--- src/hdl/dcacheGeomPkg.sv ---
`default_nettype none

package dcacheGeomPkg;

    // byte address and line geometry
    localparam int AddrBits = 16;
    localparam int OffsetBits = 4;
    localparam int WordBits = 32;
    localparam int BytesPerWord = WordBits / 8;
    localparam int WordsPerBlock = 4;

    typedef logic [AddrBits-1:0] addr_t;
    typedef logic [WordBits-1:0] word_t;
    typedef logic [WordsPerBlock*WordBits-1:0] block_t;

    // bit i enables byte i of the word
    typedef logic [BytesPerWord-1:0] byteSel_t;

    // address without the offset that also serves as the Wishbone address
    typedef logic [AddrBits-OffsetBits-1:0] blockAddr_t;

    // word position inside a line
    typedef logic [$clog2(WordsPerBlock)-1:0] wordSel_t;

    // one load/store from the pipeline
    typedef struct packed {
        logic read;
        logic write;
        addr_t addr;
        byteSel_t byteSel;
        word_t wdata;
    } cpuReq_t;

endpackage

`default_nettype wire

--- src/hdl/dcacheBusPkg.sv ---
`default_nettype none

package dcacheBusPkg;

    import dcacheGeomPkg::*;

    // Wishbone classic master outputs carrying one block per cycle
    typedef struct packed {
        logic cyc;
        logic stb;
        logic we;
        blockAddr_t adr;
        block_t dat;
    } wbMaster_t;

    // slave response without err or rty
    typedef struct packed {
        logic ack;
        block_t dat;
    } wbSlave_t;

    // array update commands from the controller
    typedef struct packed {
        logic hitWrite;
        logic fill;
    } arrayCtl_t;

    typedef enum logic [1:0] {
        Idle,
        WriteBack,
        MemRead,
        Fill
    } missState_t;

endpackage

`default_nettype wire

--- src/hdl/dcacheArray.sv ---
`timescale 1ns/1ps
`default_nettype none

module dcacheArray import dcacheGeomPkg::*, dcacheBusPkg::*; #(
    parameter int NumSets = 16
) (
    input  wire        clock,
    input  wire        reset,
    input  wire cpuReq_t   req,
    input  wire arrayCtl_t ctl,
    input  wire block_t    fillBlock,
    output logic       hit,
    output logic       victimDirty,
    output word_t      rdata,
    output block_t     victimBlock,
    output blockAddr_t victimAddr
);

    localparam int IndexBits = $clog2(NumSets);
    localparam int TagBits = $bits(blockAddr_t) - IndexBits;

    typedef logic [IndexBits-1:0] index_t;
    typedef logic [TagBits-1:0] tag_t;

    logic [NumSets-1:0] validBits;
    logic [NumSets-1:0] dirtyBits;
    tag_t tagMem [NumSets];
    block_t dataMem [NumSets];

    blockAddr_t reqBlockAddr;
    index_t index;
    tag_t reqTag;
    wordSel_t wordSel;
    block_t lineData;
    block_t mergedLine;

    // split the request address into index, tag and word position
    assign reqBlockAddr = req.addr[AddrBits-1:OffsetBits];
    assign index = reqBlockAddr[IndexBits-1:0];
    assign reqTag = reqBlockAddr[$bits(blockAddr_t)-1:IndexBits];
    assign wordSel = req.addr[OffsetBits-1 -: $bits(wordSel_t)];

    assign lineData = dataMem[index];

    assign hit = validBits[index] && (tagMem[index] == reqTag);
    assign victimDirty = validBits[index] && dirtyBits[index];
    assign rdata = lineData[wordSel*WordBits +: WordBits];

    // victim goes out as a whole block at its old address
    assign victimBlock = lineData;
    assign victimAddr = {tagMem[index], index};

    // only the selected bytes of the addressed word change
    always_comb begin
        mergedLine = lineData;
        for (int b = 0; b < BytesPerWord; b++) begin
            if (req.byteSel[b]) begin
                mergedLine[wordSel*WordBits + b*8 +: 8] = req.wdata[b*8 +: 8];
            end
        end
    end

    always_ff @(posedge clock or negedge reset) begin
        if (!reset) begin
            validBits <= '0;
            dirtyBits <= '0;
        end else if (ctl.fill) begin
            // a freshly filled line matches memory
            validBits[index] <= 1'b1;
            dirtyBits[index] <= 1'b0;
        end else if (ctl.hitWrite) begin
            dirtyBits[index] <= 1'b1;
        end
    end

    // the request is held during a miss, so its tag names the new line
    always_ff @(posedge clock) begin
        if (ctl.fill) begin
            dataMem[index] <= fillBlock;
            tagMem[index] <= reqTag;
        end else if (ctl.hitWrite) begin
            dataMem[index] <= mergedLine;
        end
    end

endmodule

`default_nettype wire

--- src/hdl/dcacheController.sv ---
`timescale 1ns/1ps
`default_nettype none

module dcacheController import dcacheGeomPkg::*, dcacheBusPkg::*; (
    input  wire          clock,
    input  wire          reset,
    input  wire cpuReq_t req,
    input  wire          hit,
    input  wire          victimDirty,
    input  wire          memDone,
    output logic         stall,
    output arrayCtl_t    arrayCtl,
    output logic         memWrite,
    output logic         memRead
);

    missState_t state;
    missState_t nextState;

    logic validReq;
    logic missing;

    // read and write together is not a request
    assign validReq = req.read ^ req.write;
    assign missing = validReq && !hit;

    always_ff @(posedge clock or negedge reset) begin
        if (!reset) begin
            state <= Idle;
        end else begin
            state <= nextState;
        end
    end

    always_comb begin
        nextState = state;
        case (state)
            Idle: begin
                if (missing) begin
                    // a dirty victim must reach memory before the refill
                    nextState = victimDirty ? WriteBack : MemRead;
                end
            end
            WriteBack: begin
                if (memDone) begin
                    nextState = MemRead;
                end
            end
            MemRead: begin
                if (memDone) begin
                    nextState = Fill;
                end
            end
            Fill: begin
                nextState = Idle;
            end
            default: begin
                nextState = Idle;
            end
        endcase
    end

    // stall is combinational so a miss holds the pipeline in its own cycle
    always_comb begin
        stall = missing;
        arrayCtl = '0;
        memWrite = 1'b0;
        memRead = 1'b0;
        case (state)
            Idle: begin
                arrayCtl.hitWrite = req.write && !req.read && hit;
            end
            WriteBack: begin
                stall = 1'b1;
                memWrite = 1'b1;
            end
            MemRead: begin
                stall = 1'b1;
                memRead = 1'b1;
            end
            Fill: begin
                stall = 1'b1;
                arrayCtl.fill = 1'b1;
            end
            default: begin
                stall = 1'b1;
            end
        endcase
    end

endmodule

`default_nettype wire

--- src/hdl/memBusMaster.sv ---
`timescale 1ns/1ps
`default_nettype none

module memBusMaster import dcacheGeomPkg::*, dcacheBusPkg::*; (
    input  wire             clock,
    input  wire             reset,
    input  wire             memWrite,
    input  wire             memRead,
    input  wire blockAddr_t victimAddr,
    input  wire block_t     victimBlock,
    input  wire blockAddr_t reqBlockAddr,
    input  wire wbSlave_t   wbIn,
    output wbMaster_t       wbOut,
    output logic            memDone,
    output block_t          fillBlock
);

    logic busCyc;
    logic busWe;
    blockAddr_t busAdr;
    block_t busDat;

    logic startCycle;
    logic ackSeen;

    // memDone high means the controller has not yet left its state
    assign startCycle = !busCyc && !memDone && (memWrite || memRead);
    assign ackSeen = busCyc && wbIn.ack;

    always_ff @(posedge clock or negedge reset) begin
        if (!reset) begin
            busCyc <= 1'b0;
            busWe <= 1'b0;
            memDone <= 1'b0;
        end else begin
            memDone <= ackSeen;
            if (ackSeen) begin
                busCyc <= 1'b0;
                busWe <= 1'b0;
            end else if (startCycle) begin
                busCyc <= 1'b1;
                busWe <= memWrite;
            end
        end
    end

    // address and data stay put for the whole cycle
    always_ff @(posedge clock) begin
        if (startCycle) begin
            busAdr <= memWrite ? victimAddr : reqBlockAddr;
            busDat <= victimBlock;
        end
    end

    always_ff @(posedge clock) begin
        if (ackSeen && !busWe) begin
            fillBlock <= wbIn.dat;
        end
    end

    // stb follows cyc in classic single transfers
    assign wbOut = '{cyc: busCyc, stb: busCyc, we: busWe, adr: busAdr, dat: busDat};

endmodule

`default_nettype wire

--- src/hdl/dcacheTop.sv ---
`timescale 1ns/1ps
`default_nettype none

module dcacheTop import dcacheGeomPkg::*, dcacheBusPkg::*; #(
    parameter int NumSets = 16
) (
    input  wire           clock,
    input  wire           reset,
    input  wire cpuReq_t  req,
    output logic          stall,
    output word_t         rdata,
    output wbMaster_t     wbOut,
    input  wire wbSlave_t wbIn
);

    logic hit;
    logic victimDirty;
    arrayCtl_t arrayCtl;
    logic memWrite;
    logic memRead;
    logic memDone;
    block_t fillBlock;
    block_t victimBlock;
    blockAddr_t victimAddr;

    dcacheArray #(
        .NumSets(NumSets)
    ) u_dcacheArray (
        .clock(clock),
        .reset(reset),
        .req(req),
        .ctl(arrayCtl),
        .fillBlock(fillBlock),
        .hit(hit),
        .victimDirty(victimDirty),
        .rdata(rdata),
        .victimBlock(victimBlock),
        .victimAddr(victimAddr)
    );

    dcacheController u_dcacheController (
        .clock(clock),
        .reset(reset),
        .req(req),
        .hit(hit),
        .victimDirty(victimDirty),
        .memDone(memDone),
        .stall(stall),
        .arrayCtl(arrayCtl),
        .memWrite(memWrite),
        .memRead(memRead)
    );

    // refill address comes straight from the held request
    memBusMaster u_memBusMaster (
        .clock(clock),
        .reset(reset),
        .memWrite(memWrite),
        .memRead(memRead),
        .victimAddr(victimAddr),
        .victimBlock(victimBlock),
        .reqBlockAddr(req.addr[AddrBits-1:OffsetBits]),
        .wbIn(wbIn),
        .wbOut(wbOut),
        .memDone(memDone),
        .fillBlock(fillBlock)
    );

endmodule

`default_nettype wire

--- config.mk ---
export PLATFORM = sky130hd
export DESIGN_NAME = dcacheTop
export DESIGN_NICKNAME = d
export VERILOG_FILES = /design/src/hdl/dcacheGeomPkg.sv /design/src/hdl/dcacheBusPkg.sv /design/src/hdl/dcacheArray.sv /design/src/hdl/dcacheController.sv /design/src/hdl/memBusMaster.sv /design/src/hdl/dcacheTop.sv
export SDC_FILE = /design/constraint.sdc
export NUM_CORES = 2
export LEC_CHECK = 0
export BUFFER_PORTS_ARGS = -buffer_cell sky130_fd_sc_hd__buf_4
export CAP_MARGIN = 20
export CORE_ASPECT_RATIO = 0.75
export CORE_MARGIN = 8
export CORE_UTILIZATION = 60
export CTS_CLUSTER_SIZE = 14
export DETAILED_ROUTE_END_ITERATION = 16
export PLACE_DENSITY = 0.79
export SETUP_SLACK_MARGIN = 0.1
export SLEW_MARGIN = 5
export SYNTH_ARGS = -nofsm -noshare
export SYNTH_HDL_FRONTEND = slang
export SYNTH_SLANG_ARGS = --single-unit
--- constraint.sdc ---
create_clock -name clock -period 37.7 [get_ports clock]
set_input_delay 3.77 -clock clock [delete_from_list [all_inputs] [get_ports clock]]
set_output_delay 3.77 -clock clock [all_outputs]
set_load 0.03 [all_outputs]
# Yosys cells after proc, flatten, opt, wreduce, memory -nomap -nowiden
# Memory sizes are Yosys's and may differ from the RTL's.
# Cells that the tools add are included.
# Widths: inputs -> output; s select.
[classes]
n_addsub = 7
bitwise_logic = 6
n_lt_le_gt_ge = 2
n_mux = 37
div_mod_pow = 0
n_eq_ne = 7
multipliers = 0
shift = 9
n_reduce_logical = 21
[ops]
columns = ["cell", "count"]
rows = [
  ["$mux 128", 5],
  ["$bwmux 128", 4],
  ["$shift 8x34->128 const A", 4],
  ["$shiftx 8x34->128", 4],
  ["$shiftx 128x8->32", 1],
  ["$neg 32->34", 3],
  ["$neg 7->34", 1],
  ["$mux 16", 2],
  ["$or 16x16->16", 2],
  ["$mux 1", 17],
  ["$add 7x5->8 const B", 2],
  ["$and 16x16->16", 1],
  ["$not 16->16", 1],
  ["$mux 12", 1],
  ["$logic_and 1x1->1", 10],
  ["$add 7x4->8 const B", 1],
  ["$bmux 1 s4", 2],
  ["$eq 8x8->1", 1],
  ["$mux 2", 4],
  ["$pmux 2 s4", 1],
  ["$ne 2x1->1 const B", 3],
  ["$logic_not 1->1", 5],
  ["$lt 4x5->1 const B", 1],
  ["$demux 1 s4", 1],
  ["other kinds (10)", 12],
]
[totals]
inputBits = 185
register_bits = 305
latchBits = 0
elab_cells = 100
ramBits = 2176
out_inout_bits = 176
n_memories = 2
romBits = 0
[memory_table]
columns = ["name", "words", "word_bits", "rd", "rd_clocked_by_memory_dff", "wr", "line", "source"]
rows = [
  ["u_dcacheArray.dataMem", 16, 128, 1, 0, 1, "dcacheArray.sv:28", "block_t dataMem [NumSets];"],
  ["u_dcacheArray.tagMem", 16, 8, 1, 0, 1, "dcacheArray.sv:27", "tag_t tagMem [NumSets];"],
]

# Longest topological paths before layout
[logic_depth]
word_depth = 11
mapped_depth = 12
ltp_nobuf = 7

# Cells and area by module
# A second synthesis with hierarchy kept.
[hier_totals]
hier_cells = 4040
area_unflattened_um2 = 94988.6
[modules_own_cells]
columns = ["module", "n_inst", "seq_area_each_um2", "area_per_inst_um2", "cells_per_inst"]
rows = [
  ["dcacheArray", 1, 66143.4, 86379.1, 3721],
  ["memBusMaster", 1, 8122.8, 8395.6, 298],
  ["dcacheController", 1, 50.0, 214.0, 21],
]

# Worst setup path before layout
# OpenSTA, ideal clock, no wires.
[synth_timing]
kind = "register to register"
from = "reg u_dcacheController.state[0]"
to = "reg u_memBusMaster.busWe"
t_required_ns = 37.125
slack_ns = 25.382
path_stages_with_launch = 5
synth_period_minus_slack_ns = 12.318
arrival_ns = 11.743
path_buffers = 0
path_cell_list = "dfrtp_1 inv_1 ha_1 nor3b_1 o21ai_0"
[synth_via]
elab_chain_cells = 5
elab_cells_between_ends = 9
classes_between = "eq/ne (2); mux (4); reduce/logical (3)"
[synth_lines]
columns = ["item", "line", "source"]
rows = [
  ["start: declaration", "dcacheController.sv:17", "missState_t state;"],
  ["start signal: assignment", "dcacheController.sv:29", "state <= Idle;"],
  ["start signal: assignment", "dcacheController.sv:31", "state <= nextState;"],
  ["$eq 2x1->1 / $eq 2x2->1 (equally long branches)", "dcacheController.sv:69", "case (state)"],
  ["$mux 1", "dcacheController.sv:69", ""],
  ["$logic_or 1x1->1 *", "memBusMaster.sv:27", "assign startCycle = !busCyc && !memDone && (memWrite || memRead);"],
  ["$logic_and 1x1->1 *", "memBusMaster.sv:27", ""],
  ["net u_memBusMaster.startCycle", "memBusMaster.sv:23", "logic startCycle;"],
  ["$reduce_bool 2->1 (no source line) *", "-", ""],
  ["end signal: assignment", "memBusMaster.sv:42", "busWe <= memWrite;"],
  ["end: declaration", "memBusMaster.sv:19", "logic busWe;"],
]
# The timed path passes the listed nets; every way through them passes the cells marked *. The select of a mux whose other input is x is not followed.
# A chain may end at the register's enable or synchronous reset.

# Worst setup path after layout
[layout_timing]
from = "in req[41] (netlist name)"
to = "out rdata[22]"
[layout_via]
elab_chain_cells = 2
[layout_lines]
columns = ["item", "line", "source"]
rows = [
  ["start: declaration", "dcacheTop.sv:9", "input wire cpuReq_t req,"],
  ["$mem_v2 16x128", "-", ""],
  ["net u_dcacheArray.victimBlock[54]", "dcacheArray.sv:15", "output block_t victimBlock,"],
  ["$shiftx 128x8->32", "dcacheArray.sv:47", "assign rdata = lineData[wordSel*WordBits +: WordBits];"],
  ["end: declaration", "dcacheTop.sv:11", "output word_t rdata,"],
]
# The timed path passes the listed nets, and every way through them passes these cells.

==> qor.txt <==
Number of synthesized flops with an enable pin: 2444
Pre-antenna DRT Iters: 6
Final Setup Violations: 0
Port Buf Inserts: 358
Final core occ: 0.678
Sink Count: 2481
CTS clock-pin slew for the worst setup and hold paths: 0.07 ns
Final Total Pwr: 6520 µW
Power Internal: 4800 µW
Global-route congestion overflow total: 0
Switch share: 0.263
Core ar.: 160000 µm²
Clock Skew: 0.0466 ns
Synth Flop Type: edfxtp_1
FF-to-FF path depth: 10
Syn avg cell area: 24.5 µm²
DRC viols: 0
Hold Fails Final Rpt: 0
Arr. time, crit path: 9.13 ns
Die Ht: 363 µm
Vias/cell: 7.15
Synth warnings: 0
# H-tree levels: 4
Synth Net Count: 4129
MaxCap Viol Count: 0
Placement Rows: 127
Distinct cell type count after synthesis: 51
Post-CTS setup buffers: 0
Post-DP HPWL: 149000 µm
Root buffer cell: clkbuf_16
First-pass GRT wire length: 371000 µm
Initial Utilization: 0.603
Clock Path Buffers: 3
CP endpoint kind: output pin
WL/cell: 40.2 µm
Total CTS buffers: 221
Worst min path class: reg2reg
CTS tree: built
Dpl cell area: 101000 µm²
Detail Route Antenna Nets: 0
CTS Hold Bufs: 0
Commonest non-fill, non-tap cell in the layout: edfxtp_1
Final period util: 0.342
Post-layout minimum cycle time: 12.90 ns
Nets: 4580
Seq cells post-synth: 2481
WHS Path Cells: 1
Seq/Total Area, Yosys: 0.771
Vias in the first global route: 47300
CP Max Fanout: 138
Leakage: 0.0348 µW
Worst Max-Slew Pin Slew: 1.34 ns
Sequential power share: 0.525
Clock latency on the worst-skew pair: 0.87 ns
WL final: 270000 µm
Worst setup path class: in2out
Antenna violations before repair: 26
Outcome: completed
Post-Syn Area: 96400 µm²
Switching power of the nets: 1720 µW
Worst slew margin: 0.106
Die width: 479 µm
Power Dens Cells: 60.2 nW/µm²
Area delta synth->final: 12.3%
IO Pins: 361
Maximum clock rate: 77.5 MHz
Final Max Tran Viols: 0
Initial DRC Count: 7730
VDD IR max: 0.0701 mV
Layout cells sized above 1: 0.348
Die Footprint: 174000 µm²
Largest net degree at the start of global routing: 159
Unrepaired setup endpoints after global routing: false
Clock Power Share: 0.337
Gate count of the mapped netlist: 3934
Critical Path RT: 33.93 ns
Tot GR Track Use: 0.307
Commonest non-fill, non-tap cells in the layout: 2444 x edfxtp_1, 706 x mux4_2, 407 x buf_4
Async SR Flop Fraction: 0.0149
Final Instance Area: 108000 µm²
Critical path launch point type: input pin
Comb power frac: 0.139
Via Count: 48100
GPL Wtd Cong: 0.851
Post_cts resized: 0
Setup TNS: 0 ns
==> stage by stage <==
stage | cells | hold WS (ns) | setup slack, ns
floorplan | 3934 | 0.429 | 25.38
global placement | 6285 | 0.445 | 25.01
detailed placement | 6286 | 0.450 | 24.98
CTS | 6690 | 0.468 | 24.95
global route | 6701 | 0.490 | 24.70
finish | 6724 | 0.463 | 24.80
==> path summary, 6_finish.rpt <==
| kind | start | to | slack, ns |
|---|---|---|---|
| min in group asynchronous | reset | asynchronous set/reset pin | 2.89 |
| worst min register to register | u_dcacheArray.validBits[14] | u_dcacheArray.validBits[14] | 0.46 |
| max in group asynchronous | reset | u_dcacheController.state[0] | 34.45 |
| worst max-delay path | req[41] | rdata[22] | 24.80 |
| worst max register to register | u_dcacheArray.tagMem[15][6] | u_dcacheArray.dataMem[13][48] | 32.01 |
| worst min-delay path | u_dcacheArray.validBits[14] | u_dcacheArray.validBits[14] | 0.46 |
==> final cells by class <==
class | count | area [µm²]
Antenna cell | 30 | 75.1
Inverter | 27 | 101
Sequential cell | 2481 | 74300
Clock inverter | 112 | 980
Multi-Input combinational cell | 1228 | 20800
Clock buffer | 292 | 5890
Fill cell | 9225 | 51400
Tap cell | 2128 | 2660
Timing Repair Buffer | 426 | 3410
==> power groups by stage <==
| stage | sequential, µW | combinational, µW | clock, µW |
|---|---|---|---|
| 2_1_floorplan | 3600 | 383 | 0 |
| 3_3_place_gp | 3470 | 865 | 0 |
| 3_5_place_dp | 3470 | 886 | 0 |
| 4_1_cts | 3420 | 895 | 2200 |
| 5_1_grt | 3430 | 926 | 2300 |
| 6_report | 3420 | 903 | 2190 |
==> synth_stat cells, drive strengths merged (3+ instances only) <==
library cell	count	area (µm²)
edfxtp	2444	73400
mux4	706	15900
a22o	135	1180
buf	133	1040
mux2	130	1910
clkbuf	65	244
nor2	42	158
nand2	38	143
dfrtp	37	926
mux2i	27	270
inv	26	97.6
nor3	22	110
nand2b	12	75.1
o211a	12	120
or2	11	68.8
ha	10	125
a22oi	9	67.6
o2bb2ai	9	78.8
a21oi	7	35.0
nand3	6	30.0
nor2b	6	37.5
nor4b	5	50.0
o21ai	5	25.0
and2	4	25.0
o21a	4	30.0
xor2	4	35.0
a21o	3	22.5
nand3b	3	22.5
==> worst max-delay path, stage by stage <==
cell and delay [ns]:
buf_8 0.49, buf_4 0.81, buf_4 0.86, buf_12 0.50, mux4_2 0.48, mux4_2 0.70, mux4_2 0.58, buf_4 0.19
==> registers in the layout, summed over array words and instances, names as in the netlist, named ones only <==
name	flops
u_dcacheArray.validBits	16
u_memBusMaster.memDone	1
u_memBusMaster.busDat	128
u_memBusMaster.busAdr	12
u_memBusMaster.busCyc	1
u_dcacheController.state	2
u_dcacheArray.tagMem	128
u_memBusMaster.fillBlock	128
u_memBusMaster.busWe	1
u_dcacheArray.dataMem	2048
==> routing by layer <==
layer	track usage	wire length (µm)	up-vias
met1	0.391	87300	25200
met3	0.0791	34400	828
li1	-	-	18000
met5	0	82	-
met2	0.475	128000	4071
met4	0.199	20900	14
==> logic make-up (layout without fill, tap and decap cells) <==
family / Yosys count / in the layout / share of synthesized area
adders and majority gates: 10 / 10 / 0.00130
other: 0 / 30 / 0
buffers and inverters: 225 / 857 / 0.0144
xor gates and xnor gates: 4 / 4 / 0.000363
and+or+nand+nor: 158 / 158 / 0.00815
muxes: 863 / 863 / 0.188
DFF: 2481 / 2481 / 0.771
AOI/OAI and AO/OA: 193 / 193 / 0.0170
(Power assumes the default switching activity.)
